File: src/dispatch_pkg.sv
`default_nettype none

package dispatch_pkg;

    // datapath widths
    localparam int xlen       = 32;
    localparam int reg_idx_w  = 5;
    localparam int excp_w     = 16;
    localparam int op_class_w = 4;

    // operation classes carried in the decoded instruction
    localparam logic [op_class_w-1:0] op_alu        = 4'd0;
    localparam logic [op_class_w-1:0] op_br         = 4'd1;
    localparam logic [op_class_w-1:0] op_div        = 4'd2;
    localparam logic [op_class_w-1:0] op_priv       = 4'd3;
    localparam logic [op_class_w-1:0] op_mul        = 4'd4;
    localparam logic [op_class_w-1:0] op_load_store = 4'd5;
    localparam logic [op_class_w-1:0] op_priv_mem   = 4'd6;
    localparam logic [op_class_w-1:0] op_rdcnt      = 4'd7;
    localparam logic [op_class_w-1:0] op_alu_br     = 4'd8;
    localparam logic [op_class_w-1:0] op_ibar       = 4'd9;
    localparam logic [op_class_w-1:0] op_priv_mmu   = 4'd10;
    localparam logic [op_class_w-1:0] op_mmu        = 4'd11;

    // one decoded instruction
    typedef struct packed {
        logic [xlen-1:0]       pc;
        logic [xlen-1:0]       ir;
        logic [xlen-1:0]       imm;
        logic [reg_idx_w-1:0]  rd;
        logic [reg_idx_w-1:0]  rj;
        logic [reg_idx_w-1:0]  rk;
        logic [op_class_w-1:0] op_class;
        logic                  reg_write;
        logic [excp_w-1:0]     excp_arg;
    } inst_t;

    // decoded pair in program order
    // younger_valid low marks a lone instruction at the end of a group
    typedef struct packed {
        inst_t older;
        inst_t younger;
        logic  older_valid;
        logic  younger_valid;
    } inst_pair_t;

    // what goes to the two execution lanes
    typedef struct packed {
        inst_t full;
        inst_t arith;
        logic  full_valid;
        logic  arith_valid;
    } issue_pair_t;

endpackage

`default_nettype wire

File: src/dispatch_top.sv
`timescale 1ns/1ps
`default_nettype none

module dispatch_top
    import dispatch_pkg::*;
(
    input  logic        clk,
    input  logic        rstn,
    input  logic        flush,
    input  inst_pair_t  in_pair,
    input  logic        in_valid,
    output logic        in_ready,
    output issue_pair_t issue_out,
    output logic        issue_valid,
    input  logic        issue_ready
);

    // input stage to dispatcher
    inst_pair_t stage_pair;
    logic       stage_valid;
    logic       stage_ready;

    // dispatcher to output stage
    issue_pair_t disp_issue;
    logic        disp_valid;
    logic        disp_ready;

    // scoreboard link
    logic                 sb_advance;
    logic                 full_issued;
    logic                 arith_issued;
    logic                 full_multi;
    logic                 arith_multi;
    logic [reg_idx_w-1:0] full_rd;
    logic [reg_idx_w-1:0] arith_rd;
    logic [reg_idx_w-1:0] pend_full_rd;
    logic [reg_idx_w-1:0] pend_arith_rd;
    logic                 pend_full;
    logic                 pend_arith;

    pipe_stage #(
        .payload_t (inst_pair_t)
    ) u_in_stage (
        .clk       (clk),
        .rstn      (rstn),
        .flush     (flush),
        .in_data   (in_pair),
        .in_valid  (in_valid),
        .in_ready  (in_ready),
        .out_data  (stage_pair),
        .out_valid (stage_valid),
        .out_ready (stage_ready)
    );

    pair_dispatcher u_dispatcher (
        .clk           (clk),
        .rstn          (rstn),
        .flush         (flush),
        .pair          (stage_pair),
        .pair_valid    (stage_valid),
        .pair_ready    (stage_ready),
        .issue         (disp_issue),
        .issue_valid   (disp_valid),
        .issue_ready   (disp_ready),
        .pend_full_rd  (pend_full_rd),
        .pend_arith_rd (pend_arith_rd),
        .pend_full     (pend_full),
        .pend_arith    (pend_arith),
        .sb_advance    (sb_advance),
        .full_issued   (full_issued),
        .arith_issued  (arith_issued),
        .full_multi    (full_multi),
        .arith_multi   (arith_multi),
        .full_rd       (full_rd),
        .arith_rd      (arith_rd)
    );

    issue_scoreboard u_scoreboard (
        .clk           (clk),
        .rstn          (rstn),
        .flush         (flush),
        .advance       (sb_advance),
        .full_issued   (full_issued),
        .arith_issued  (arith_issued),
        .full_multi    (full_multi),
        .arith_multi   (arith_multi),
        .full_rd       (full_rd),
        .arith_rd      (arith_rd),
        .pend_full_rd  (pend_full_rd),
        .pend_arith_rd (pend_arith_rd),
        .pend_full     (pend_full),
        .pend_arith    (pend_arith)
    );

    pipe_stage #(
        .payload_t (issue_pair_t)
    ) u_out_stage (
        .clk       (clk),
        .rstn      (rstn),
        .flush     (flush),
        .in_data   (disp_issue),
        .in_valid  (disp_valid),
        .in_ready  (disp_ready),
        .out_data  (issue_out),
        .out_valid (issue_valid),
        .out_ready (issue_ready)
    );

endmodule

`default_nettype wire

File: src/issue_scoreboard.sv
`timescale 1ns/1ps
`default_nettype none

module issue_scoreboard
    import dispatch_pkg::*;
(
    input  logic                 clk,
    input  logic                 rstn,
    input  logic                 flush,
    input  logic                 advance,
    input  logic                 full_issued,
    input  logic                 arith_issued,
    input  logic                 full_multi,
    input  logic                 arith_multi,
    input  logic [reg_idx_w-1:0] full_rd,
    input  logic [reg_idx_w-1:0] arith_rd,
    output logic [reg_idx_w-1:0] pend_full_rd,
    output logic [reg_idx_w-1:0] pend_arith_rd,
    output logic                 pend_full,
    output logic                 pend_arith
);

    // one entry per lane for the last issue cycle only
    always_ff @(posedge clk or negedge rstn) begin
        if (!rstn) begin
            pend_full  <= 1'b0;
            pend_arith <= 1'b0;
        end else if (flush) begin
            pend_full  <= 1'b0;
            pend_arith <= 1'b0;
        end else if (advance) begin
            // r0 is never a real destination
            pend_full  <= full_issued && full_multi && (full_rd != '0);
            pend_arith <= arith_issued && arith_multi && (arith_rd != '0);
        end
    end

    // destinations of the last issue cycle
    always_ff @(posedge clk) begin
        if (advance) begin
            pend_full_rd  <= full_rd;
            pend_arith_rd <= arith_rd;
        end
    end

endmodule

`default_nettype wire

File: src/pair_dispatcher.sv
`timescale 1ns/1ps
`default_nettype none

module pair_dispatcher
    import dispatch_pkg::*;
(
    input  logic                 clk,
    input  logic                 rstn,
    input  logic                 flush,
    input  inst_pair_t           pair,
    input  logic                 pair_valid,
    output logic                 pair_ready,
    output issue_pair_t          issue,
    output logic                 issue_valid,
    input  logic                 issue_ready,
    input  logic [reg_idx_w-1:0] pend_full_rd,
    input  logic [reg_idx_w-1:0] pend_arith_rd,
    input  logic                 pend_full,
    input  logic                 pend_arith,
    output logic                 sb_advance,
    output logic                 full_issued,
    output logic                 arith_issued,
    output logic                 full_multi,
    output logic                 arith_multi,
    output logic [reg_idx_w-1:0] full_rd,
    output logic [reg_idx_w-1:0] arith_rd
);

    // branches compare rd, so rd counts as a source for them
    function automatic logic is_branch(input logic [op_class_w-1:0] c);
        return (c == op_br) || (c == op_alu_br);
    endfunction

    // classes the arith lane can execute
    function automatic logic is_arith_class(input logic [op_class_w-1:0] c);
        return c inside {op_alu, op_br, op_div, op_mul, op_alu_br, op_ibar};
    endfunction

    // result not ready for an instruction issued next cycle
    function automatic logic is_multi(input inst_t i);
        return (i.op_class inside {op_mul, op_div, op_load_store}) ||
               ((i.op_class == op_priv) && i.reg_write);
    endfunction

    function automatic logic reads_reg(input inst_t i, input logic [reg_idx_w-1:0] r);
        return (i.rj == r) || (i.rk == r) || (is_branch(i.op_class) && (i.rd == r));
    endfunction

    logic  hold_q;
    inst_t cur_old;
    inst_t cur_young;
    logic  cur_old_v;
    logic  cur_young_v;
    logic  old_blocked;
    logic  young_blocked;
    logic  young_dep;
    logic  can_pair;
    logic  send_old;
    logic  last_inst;

    // after a split, or for a lone younger, the younger acts as the older
    always_comb begin
        if (hold_q || !pair.older_valid) begin
            cur_old   = pair.younger;
            cur_old_v = pair.younger_valid;
        end else begin
            cur_old   = pair.older;
            cur_old_v = 1'b1;
        end
        cur_young   = pair.younger;
        cur_young_v = !hold_q && pair.older_valid && pair.younger_valid;
    end

    // scoreboard hits
    assign old_blocked   = (pend_full && reads_reg(cur_old, pend_full_rd)) ||
                           (pend_arith && reads_reg(cur_old, pend_arith_rd));
    assign young_blocked = (pend_full && reads_reg(cur_young, pend_full_rd)) ||
                           (pend_arith && reads_reg(cur_young, pend_arith_rd));

    // younger reads what the older writes
    assign young_dep = cur_old.reg_write && (cur_old.rd != '0) &&
                       reads_reg(cur_young, cur_old.rd);

    assign can_pair  = cur_young_v && is_arith_class(cur_young.op_class) &&
                       !young_dep && !young_blocked;
    assign send_old  = pair_valid && cur_old_v && !old_blocked;
    assign last_inst = !cur_young_v || can_pair;

    // unused lanes stay all zero
    always_comb begin
        issue = '0;
        if (send_old) begin
            issue.full       = cur_old;
            issue.full_valid = 1'b1;
            if (can_pair) begin
                issue.arith       = cur_young;
                issue.arith_valid = 1'b1;
            end
        end
    end

    assign issue_valid = issue.full_valid;

    // release the pair only with its last instruction, or drop an empty one
    assign pair_ready = issue_ready && (send_old ? last_inst : !cur_old_v);

    always_ff @(posedge clk or negedge rstn) begin
        if (!rstn) begin
            hold_q <= 1'b0;
        end else if (flush) begin
            hold_q <= 1'b0;
        end else if (send_old && issue_ready) begin
            hold_q <= !last_inst;
        end
    end

    // scoreboard follows the output stage
    assign sb_advance   = issue_ready;
    assign full_issued  = issue.full_valid;
    assign arith_issued = issue.arith_valid;
    assign full_multi   = is_multi(issue.full);
    assign arith_multi  = is_multi(issue.arith);
    assign full_rd      = issue.full.rd;
    assign arith_rd     = issue.arith.rd;

    a_arith_class: assert property (
        @(posedge clk) disable iff (!rstn)
            issue.arith_valid |-> is_arith_class(issue.arith.op_class))
        else $error("pair_dispatcher: arith lane got a non-arith class");

    a_arith_needs_full: assert property (
        @(posedge clk) disable iff (!rstn)
            $rose(issue.arith_valid) |-> issue.full_valid)
        else $error("pair_dispatcher: arith lane issued without full lane");

endmodule

`default_nettype wire

File: src/pipe_stage.sv
`timescale 1ns/1ps
`default_nettype none

module pipe_stage #(
    parameter type payload_t = logic [7:0]
) (
    input  logic     clk,
    input  logic     rstn,
    input  logic     flush,
    input  payload_t in_data,
    input  logic     in_valid,
    output logic     in_ready,
    output payload_t out_data,
    output logic     out_valid,
    input  logic     out_ready
);

    logic     valid_q;
    payload_t data_q;

    // empty, or the current entry leaves on this edge
    assign in_ready  = !valid_q || out_ready;
    assign out_valid = valid_q;
    assign out_data  = data_q;

    always_ff @(posedge clk or negedge rstn) begin
        if (!rstn) begin
            valid_q <= 1'b0;
        end else if (flush) begin
            valid_q <= 1'b0;
        end else if (in_ready) begin
            valid_q <= in_valid;
        end
    end

    // payload only moves on a handshake
    always_ff @(posedge clk) begin
        if (in_valid && in_ready) begin
            data_q <= in_data;
        end
    end

    // a stalled entry must not change under the consumer
    property p_hold_when_stalled;
        @(posedge clk) disable iff (!rstn || flush)
            out_valid && !out_ready |=> $stable(out_data) && out_valid;
    endproperty

    a_hold_when_stalled: assert property (p_hold_when_stalled)
        else $error("pipe_stage: output changed while stalled");

endmodule

`default_nettype wire

File: config.mk
export PLATFORM = sky130hd
export DESIGN_NAME = dispatch_top
export DESIGN_NICKNAME = d
export VERILOG_FILES = /design/src/dispatch_pkg.sv /design/src/dispatch_top.sv /design/src/issue_scoreboard.sv /design/src/pair_dispatcher.sv /design/src/pipe_stage.sv
export SDC_FILE = /design/constraint.sdc
export NUM_CORES = 1
export LEC_CHECK = 0
export BUFFER_PORTS_ARGS = -buffer_cell sky130_fd_sc_hd__buf_2
export CORE_ASPECT_RATIO = 0.75
export CORE_MARGIN = 2
export CORE_UTILIZATION = 40
export CTS_CLUSTER_DIAMETER = 150
export DETAILED_ROUTE_END_ITERATION = 8
export PLACE_DENSITY = 0.66
export SYNTH_ARGS = -nofsm -noshare
export SYNTH_HDL_FRONTEND = slang
export SYNTH_SLANG_ARGS = --single-unit
File: constraint.sdc
create_clock -name clk -period 37.8 [get_ports clk]
set_clock_uncertainty 0.15 [all_clocks]
set_input_delay 5.67 -clock clk [delete_from_list [all_inputs] [get_ports clk]]
set_output_delay 5.67 -clock clk [all_outputs]
set_load 0.005 [all_outputs]
==> reports/results.md, run 1 <==
| Quantity | Value | Unit |
|:---|:---|:---|
| Static leakage power | 9.99 | nW |
| Run status | completed | - |
| Synthesized netlist net count | 1598 | - |
| Overflow left after global routing | 0 | - |
| Horizontal die dimension | 267 | um |
| Critical Path AT | 6.92 | ns |
| Count of buffers inserted at the top-level ports | 538 | - |
| Die Outline Area | 53600 | sq um |
| Number of failing setup endpoints in the final timing report | 0 | - |
| Worst hold path class | reg2reg | - |
| Reported net switching power | 314 | uW |
| Worst setup path startpoint | issue_ready | - |
| Setup repair after global routing missed its margin | no | - |
| Placement-stage cell area | 23900 | sq um |
| Setup TNS Final | 0 | ns |
| Routed WL | 52.1 | mm |
| Kind of start point of the critical path | input pin | - |
| CTS Root Cell | sky130_fd_sc_hd__clkbuf_16 | - |
| Maximum clock path buffer count | 3 | - |
| Start-to-end type of the worst setup path | in2out | - |
| Largest vdd supply drop | 0.0000363 | V |
| Sink Count | 547 | - |
| Initial standard-cell utilization of the core | 40.3 | % |
| Max Fanout on Critical Path | 9 | - |
| Highest-count cells in the layout ignoring fill and taps | 542 x sky130_fd_sc_hd__edfxtp_1, 538 x sky130_fd_sc_hd__buf_2, 238 x sky130_fd_sc_hd__nand2_1 | - |
| Number of design-rule violations left by the first detailed-router iteration | 1141 | - |
| Met2 wire len | 24.7 | mm |
| Part of the power in combinational logic | 8.2 | % |
| Clock latency on the worst-skew pair | 0.59 | ns |
| Depth of the CTS H-tree | 2 | - |
| Most frequent standard cell in the layout excluding fill and tap cells | sky130_fd_sc_hd__edfxtp_1 | - |
| Sequential cell area fraction in the yosys report | 79.3 | % |
| Layout cells sized above 1 | 34.0 | % |
| CTS tree | done | - |
| Total DRC errors in the routed layout | 0 | - |
| Global-route wire length before repair | 77.1 | mm |
| Floorplan die height | 201 | um |
| Met1 routed wirelength after detailed routing | 21.5 | mm |
| Finished layout cell area | 25600 | sq um |
| Antenna violations before repair | 16 | - |
| All-Layer GR Usage | 19.0 | % |
| R2r setup slk | 31.11 | ns |
| Area growth from synthesis to layout | 23.8 | % |
| Mean number of vias per cell | 4.94 | - |
| # nets final | 2121 | - |
| #FFs+latches synth | 547 | - |
| Average instance area after synthesis | 15.6 | sq um |
| Internal power | 1.04 | mW |
| Global placement routability congestion | 0.873 | - |
| RR Endpoint | u_in_stage.out_data[114] | - |
| Ratio of final minimum period to clock period | 33.7 | % |
| Count of pins over their slew limit | 0 | - |
| Largest net degree at the start of global routing | 165 | - |
| Hold Violations, Final | 0 | - |
| Worst flop-to-flop path startpoint | u_dispatcher.hold_q | - |
| CP endpoint | in_ready | - |
| Maxcap violations | 0 | - |
| Synth cell types | 50 | - |
| Post-synthesis instance area | 20700 | sq um |
| Top FF cell, synth | sky130_fd_sc_hd__edfxtp_1 | - |
| Number of buffers created by CTS | 51 | - |
| Number of detailed-route iterations in the first pass | 5 | - |
| Post-synthesis cell count | 1327 | - |
| Launch point of the worst hold path | u_in_stage.out_data[40] | - |
| Via count of the routed design | 12.7k | - |
| Total chip power | 1.36 | mW |
| Cell type with the largest total area after synthesis | sky130_fd_sc_hd__edfxtp_1 | - |
| Critical Path RT | 31.98 | ns |
| I/O pin cnt | 539 | - |
| Register clock-pin slew on the reported worst setup and hold paths | 0.06 | ns |
| Share of synthesized registers carrying an async set or reset | 0.914 | % |
| Max frequency | 0.0785 | GHz |
| Final routed wire length divided by cell count | 20.3 | um |
| Hold buffer count at CTS | 0 | - |
| Total number of placement rows | 72 | - |
| Top post-synthesis cells by area | sky130_fd_sc_hd__edfxtp_1 79%, sky130_fd_sc_hd__nand2_1 4.3%, sky130_fd_sc_hd__and2_1 4.1% | - |
| Relative max-transition margin | 27.7 | % |
| Fraction of power spent switching nets | 23.1 | % |
| DR WL met3 | 4.47 | mm |
| Final worst hold slack | 0.397 | ns |
| Half-perimeter wire length of the detailed placement result | 34.9 | mm |
| Sort of element at the end of the critical path | output pin | - |
| Register share of total power | 54.4 | % |
| Top metal layer carrying routed signals | met5 | - |
| EDFF count, synth | 542 | - |
| Power Dens Cells | 53.0 | nW/um^2 |
| Measured slew at the worst slew-check pin | 1.08 | ns |
| Count of cells along the worst register-to-register path | 11 | - |
| CORE AREA | 51300 | sq um |
| Share of Yosys cell area claimed by the top area cell type | 78.7 | % |
| Number of cells upsized or downsized after cts | 0 | - |
| Synth warnings | 0 | - |
| Time the final worst path needs with I/O delays and setup | 12.74 | ns |
| Final ANT Viol Nets | 0 | - |
| Setup Fix Bufs, Post-CTS | 0 | - |
| Number of global-route vias before repair | 12.6k | - |
| Part of the total power dissipated in the clock network | 37.4 | % |
[cell families after synthesis]
kind of cell | share of synthesized area (%)
and+or+nand+nor | 10.4
muxes | 0.962
AOI/OAI and AO/OA | 4.23
buffers and inverters | 2.08
xor gates and xnor gates | 3.01
DFF | 79.3
[final cells by class]
type | instances | area, sq um
Inverter | 11 | 41.3
Timing Repair Buffer | 550 | 2800
Clock buffer | 61 | 1310
Clock inverter | 33 | 337
Sequential cell | 547 | 16400
Antenna cell | 8 | 20.0
Multi-Input combinational cell | 689 | 3870
Tap cell | 666 | 833
Fill cell | 4442 | 25700
[how the worst min path moves through the flow]
stage / to / slack, ns / depth (start not counted)
floorplan: u_scoreboard.pend_full / 0.37 / 2
global placement: u_out_stage.out_data[4] / 0.38 / 1
detailed placement: u_out_stage.out_data[120] / 0.38 / 1
CTS: u_out_stage.out_data[120] / 0.40 / 1
global route: u_out_stage.out_data[99] / 0.42 / 1
finish: u_out_stage.out_data[40] / 0.40 / 1
[layer usage]
layer	GRT usage, %	up-vias
met4	6.20	14
li1	-	5817
met3	5.62	102
met1	25.4	6228
met5	0	-
met2	30.0	515
[worst max-delay path: stages]
cell and delay [ns]:
sky130_fd_sc_hd__buf_2 0.10, sky130_fd_sc_hd__nor2b_1 0.54, sky130_fd_sc_hd__and2_1 0.22, sky130_fd_sc_hd__a31oi_1 0.07
sky130_fd_sc_hd__and2_1 0.20, sky130_fd_sc_hd__buf_2 0.12
[sequential cells by signal, indices dropped and copies added, names as in the netlist]
signal	cells
u_scoreboard.pend_full	1
u_scoreboard.pend_arith_rd	5
u_out_stage.out_data	266
u_in_stage.out_valid	1
u_dispatcher.hold_q	1
u_scoreboard.pend_full_rd	5
u_scoreboard.pend_arith	1
u_out_stage.out_valid	1
u_in_stage.out_data	266
[stage by stage]
stage / instances / utilization, % / setup slack [ns]
after global placement: 2463 / 46.6 / 25.09
after detailed placement: 2463 / 46.6 / 25.07
final: 2565 / 49.9 / 25.06
after floorplan: 1327 / - / 19.86
after CTS: 2557 / 49.8 / 25.07
after global routing: 2563 / 49.9 / 24.95
[power groups by stage]
stage | registers [mW] | clock network [mW] | logic (mW)
2_1_floorplan | 0.760 | 0 | 0.0607
3_3_place_gp | 0.750 | 0 | 0.111
3_5_place_dp | 0.751 | 0 | 0.113
4_1_cts | 0.739 | 0.520 | 0.113
5_1_grt | 0.743 | 0.544 | 0.123
6_report | 0.739 | 0.508 | 0.111
[cell usage after synthesis (all sizes together), types with 5 or more instances]
cell type / number
edfxtp: 542
nand2: 238
and2: 136
a21oi: 123
clkbuf: 55
xnor2: 43
xor2: 28
buf: 25
nor2: 24
mux2i: 16
inv: 11
nor3: 8
nand3: 7
nor4: 7
a31oi: 6
nand2b: 6
nor2b: 6
o21ai: 6
dfrtp: 5
(Power assumes the default switching activity.)
==> run 2: changes to the inputs <==
Settings changed: ABC_AREA set to 1, PLACE_DENSITY 0.66 to 0.68.
Clock period 37.8 ns to 11.58 ns, I/O delays scaled along.
==> reports/results.md, run 2 <==
| Quantity | Value | Unit |
|:---|:---|:---|
| Initial standard-cell utilization of the core | 40.7 | % |
| I/O pin cnt | 539 | - |
| Sink Count | 547 | - |
| Measured slew at the worst slew-check pin | 1.04 | ns |
| # nets final | 2323 | - |
| Number of cells upsized or downsized after cts | 0 | - |
| Worst path bufs/invs | 3 | - |
| Time the final worst path needs with I/O delays and setup | 6.36 | ns |
| Cell seen most often among critical-path stages | sky130_fd_sc_hd__nand2_1 | - |
| Final ANT Viol Nets | 0 | - |
| Hold Violations, Final | 0 | - |
| EDFF count, synth | 542 | - |
| CORE AREA | 51700 | sq um |
| Synth warnings | 0 | - |
| Maximum clock path buffer count | 3 | - |
| Placement-stage cell area | 24300 | sq um |
| Die Outline Area | 54400 | sq um |
| Count of pins over their slew limit | 0 | - |
| Run status | completed | - |
| Count of buffers inserted at the top-level ports | 538 | - |
| Slowest cell delay on critical path | 0.80 | ns |
| Clock latency on the worst-skew pair | 0.58 | ns |
| Highest-count cells in the layout ignoring fill and taps | 542 x sky130_fd_sc_hd__edfxtp_1, 538 x sky130_fd_sc_hd__buf_2, 269 x sky130_fd_sc_hd__nor2_1 | - |
| Share of Yosys cell area claimed by the top area cell type | 77.4 | % |
| Largest vdd supply drop | 0.000130 | V |
| Slowest cell on the critical path | sky130_fd_sc_hd__buf_4 | - |
| Power Dens Cells | 179 | nW/um^2 |
| CP delay by family, top | simple AND/OR/NAND/NOR gates | - |
| Critical Path AT | 4.47 | ns |
| Fraction of power spent switching nets | 24.3 | % |
| Total DRC errors in the routed layout | 0 | - |
| Part of the total power dissipated in the clock network | 37.1 | % |
| Number of failing setup endpoints in the final timing report | 0 | - |
| R2r setup slk | 5.43 | ns |
| CTS tree | done | - |
| Finished layout cell area | 26000 | sq um |
| Setup Fix Bufs, Post-CTS | 0 | - |
| Post-synthesis instance area | 21000 | sq um |
| Max Fanout on Critical Path | 94 | - |
| Ratio of final minimum period to clock period | 54.9 | % |
| Mean number of vias per cell | 4.96 | - |
| Via count of the routed design | 13.9k | - |
| Setup repair after global routing missed its margin | no | - |
| Global-route wire length before repair | 83.5 | mm |
| Kind of start point of the critical path | register | - |
| Horizontal die dimension | 269 | um |
| Number of global-route vias before repair | 13.7k | - |
| Sequential cell area fraction in the yosys report | 78.0 | % |
| Antenna violations before repair | 8 | - |
| Overflow left after global routing | 0 | - |
| Internal power | 3.54 | mW |
| Synth cell types | 29 | - |
| Reported net switching power | 1.13 | mW |
| Total number of placement rows | 72 | - |
| Hold buffer count at CTS | 0 | - |
| Relative max-transition margin | 30.8 | % |
| Worst hold path class | reg2reg | - |
| Routed WL | 58.2 | mm |
| Most frequent standard cell in the layout excluding fill and tap cells | sky130_fd_sc_hd__edfxtp_1 | - |
| Top FF cell, synth | sky130_fd_sc_hd__edfxtp_1 | - |
| Maxcap violations | 0 | - |
| CTS Root Cell | sky130_fd_sc_hd__clkbuf_16 | - |
| Average instance area after synthesis | 13.8 | sq um |
| Start-to-end type of the worst setup path | reg2out | - |
| Share of synthesized registers carrying an async set or reset | 0.914 | % |
| Number of buffers created by CTS | 51 | - |
| Setup TNS Final | 0 | ns |
| Largest net degree at the start of global routing | 133 | - |
| Register share of total power | 52.6 | % |
| Critical Path RT | 9.69 | ns |
| Floorplan die height | 203 | um |
| Synthesized netlist net count | 1798 | - |
| Max frequency | 0.157 | GHz |
| Most common cell in the netlist | sky130_fd_sc_hd__edfxtp_1 | - |
| Most frequent cells after synthesis | 542 x sky130_fd_sc_hd__edfxtp_1, 269 x sky130_fd_sc_hd__nor2_1, 172 x sky130_fd_sc_hd__nand2_1 | - |
| Number of design-rule violations left by the first detailed-router iteration | 1322 | - |
| Final routed wire length divided by cell count | 20.8 | um |
| Cell type with the largest total area after synthesis | sky130_fd_sc_hd__edfxtp_1 | - |
| Sequence of cells on the critical path | nand2_8 -> buf_4 -> nand2_1 -> nand2_1 -> nand2_1 -> nand2_1 -> nor2_1 -> nand3_1 -> nand3_1 -> nand2_1 -> inv_1 -> nor2_1 -> nand3_1 -> nand3_1 -> buf_2 | - |
| Global placement routability congestion | 0.962 | - |
| Number of detailed-route iterations in the first pass | 5 | - |
| Static leakage power | 10.7 | nW |
| Half-perimeter wire length of the detailed placement result | 41.2 | mm |
| Register clock-pin slew on the reported worst setup and hold paths | 0.06 | ns |
| Sort of element at the end of the critical path | output pin | - |
| Post-synthesis cell count | 1527 | - |
| Depth of the CTS H-tree | 2 | - |
| All-Layer GR Usage | 20.6 | % |
| Fillcell total | 4568 | - |
| Part of the power in combinational logic | 10.3 | % |
| Top post-synthesis cells by area | sky130_fd_sc_hd__edfxtp_1 77%, sky130_fd_sc_hd__nor2_1 4.8%, sky130_fd_sc_hd__a211oi_1 4.0% | - |
| Layout cells sized above 1 | 31.7 | % |
| Area growth from synthesis to layout | 23.9 | % |
| #FFs+latches synth | 547 | - |
==> run 2: cell types whose count changed after synthesis, moves of 7 or more <==
cell | before | now
sky130_fd_sc_hd__a21oi_1 | 123 | 7
sky130_fd_sc_hd__inv_1 | 10 | 168
sky130_fd_sc_hd__nor2_1 | 24 | 269
sky130_fd_sc_hd__buf_6 | 3 | 10
sky130_fd_sc_hd__nor2_2 | 0 | 31
sky130_fd_sc_hd__and2_1 | 136 | 0
sky130_fd_sc_hd__mux2i_1 | 8 | 0
sky130_fd_sc_hd__a211oi_1 | 3 | 112
sky130_fd_sc_hd__buf_2 | 10 | 17
sky130_fd_sc_hd__nand2_1 | 238 | 172
sky130_fd_sc_hd__clkbuf_1 | 55 | 43
sky130_fd_sc_hd__nand3_1 | 7 | 90
sky130_fd_sc_hd__mux2i_2 | 7 | 0
sky130_fd_sc_hd__xnor2_1 | 43 | 7
==> run 2: kinds of logic after synthesis <==
logic type | count (synthesis) | share of synthesized area, %
AO/OA/AOI/OAI | 128 | 4.42
XOR/XNOR | 30 | 1.25
buffers and inverters | 246 | 4.94
flip-flops | 547 | 78.0
AND/OR/NAND/NOR | 576 | 11.4
==> run 2: worst paths after layout <==
check                                       start                        to  depth (start not counted)
min                        u_in_stage.out_data[5]   u_out_stage.out_data[5]                          2
max reg2reg                u_in_stage.out_data[1]  u_in_stage.out_data[130]                         17
min in group asynchronous                    rstn      u_in_stage.out_valid                          1
max                        u_in_stage.out_data[1]                  in_ready                         15
min reg2reg                u_in_stage.out_data[5]   u_out_stage.out_data[5]                          2
max in group asynchronous                    rstn     u_out_stage.out_valid                          1
==> run 2: power by group through the flow <==
stage          Sequential (mW)  Clock (mW)  Combinational (mW)
6_report                  2.46        1.73               0.480
2_1_floorplan             2.51           0               0.247
3_3_place_gp              2.49           0               0.474
5_1_grt                   2.47        1.84               0.528
4_1_cts                   2.45        1.77               0.484
3_5_place_dp              2.49           0               0.482
==> run 2: layout make-up <==
class	count	area [sq um]	area share [%]
sequential	547	16400	63.0
clock buffer	57	1320	5.07
clock inverter	37	404	1.55
multi-input combinational	734	3610	13.8
tap	703	880	3.38
antenna	5	12.5	0.0480
timing repair buffer	548	2770	10.6
inverter	170	658	2.53
==> run 2: metrics by stage <==
stage	util (%)	hold slack, ns	total power [mW]	setup slack [ns]	instances
2_1_floorplan	-	0.348	2.76	3.29	1527
4_1_cts	50.4	0.410	4.71	5.30	2796
3_5_place_dp	47.0	0.400	2.98	5.60	2702
3_3_place_gp	47.0	0.382	2.97	5.77	2702
6_report	50.4	0.406	4.67	5.22	2801
5_1_grt	50.4	0.426	4.84	4.91	2799
==> run 2: worst register-to-register path: stages (launching register included) <==
cell and delay (ns):
sky130_fd_sc_hd__edfxtp_1 0.71, sky130_fd_sc_hd__nand2_8 0.54, sky130_fd_sc_hd__buf_4 0.81, sky130_fd_sc_hd__nand2_1 0.33, sky130_fd_sc_hd__nand2_1 0.17, sky130_fd_sc_hd__nand2_1 0.06
sky130_fd_sc_hd__nand2_1 0.08, sky130_fd_sc_hd__nor2_1 0.05, sky130_fd_sc_hd__nand3_1 0.12, sky130_fd_sc_hd__nand3_1 0.11, sky130_fd_sc_hd__nand2_1 0.13, sky130_fd_sc_hd__inv_1 0.06
sky130_fd_sc_hd__nor2_1 0.26, sky130_fd_sc_hd__nand3_1 0.18, sky130_fd_sc_hd__nand3_1 0.15, sky130_fd_sc_hd__nand2_1 0.14, sky130_fd_sc_hd__inv_8 0.59, sky130_fd_sc_hd__buf_4 1.08
==> run 2: layer usage <==
metal	global-route usage, %	wire (um)	part of all wire, %	vias to the layer above
met5	0	48	0.082	-
met4	4.98	1040	1.8	8
met3	5.80	5690	9.8	83
met2	33.2	27600	47	633
met1	27.7	23800	41	6798
li1	-	-	-	6366
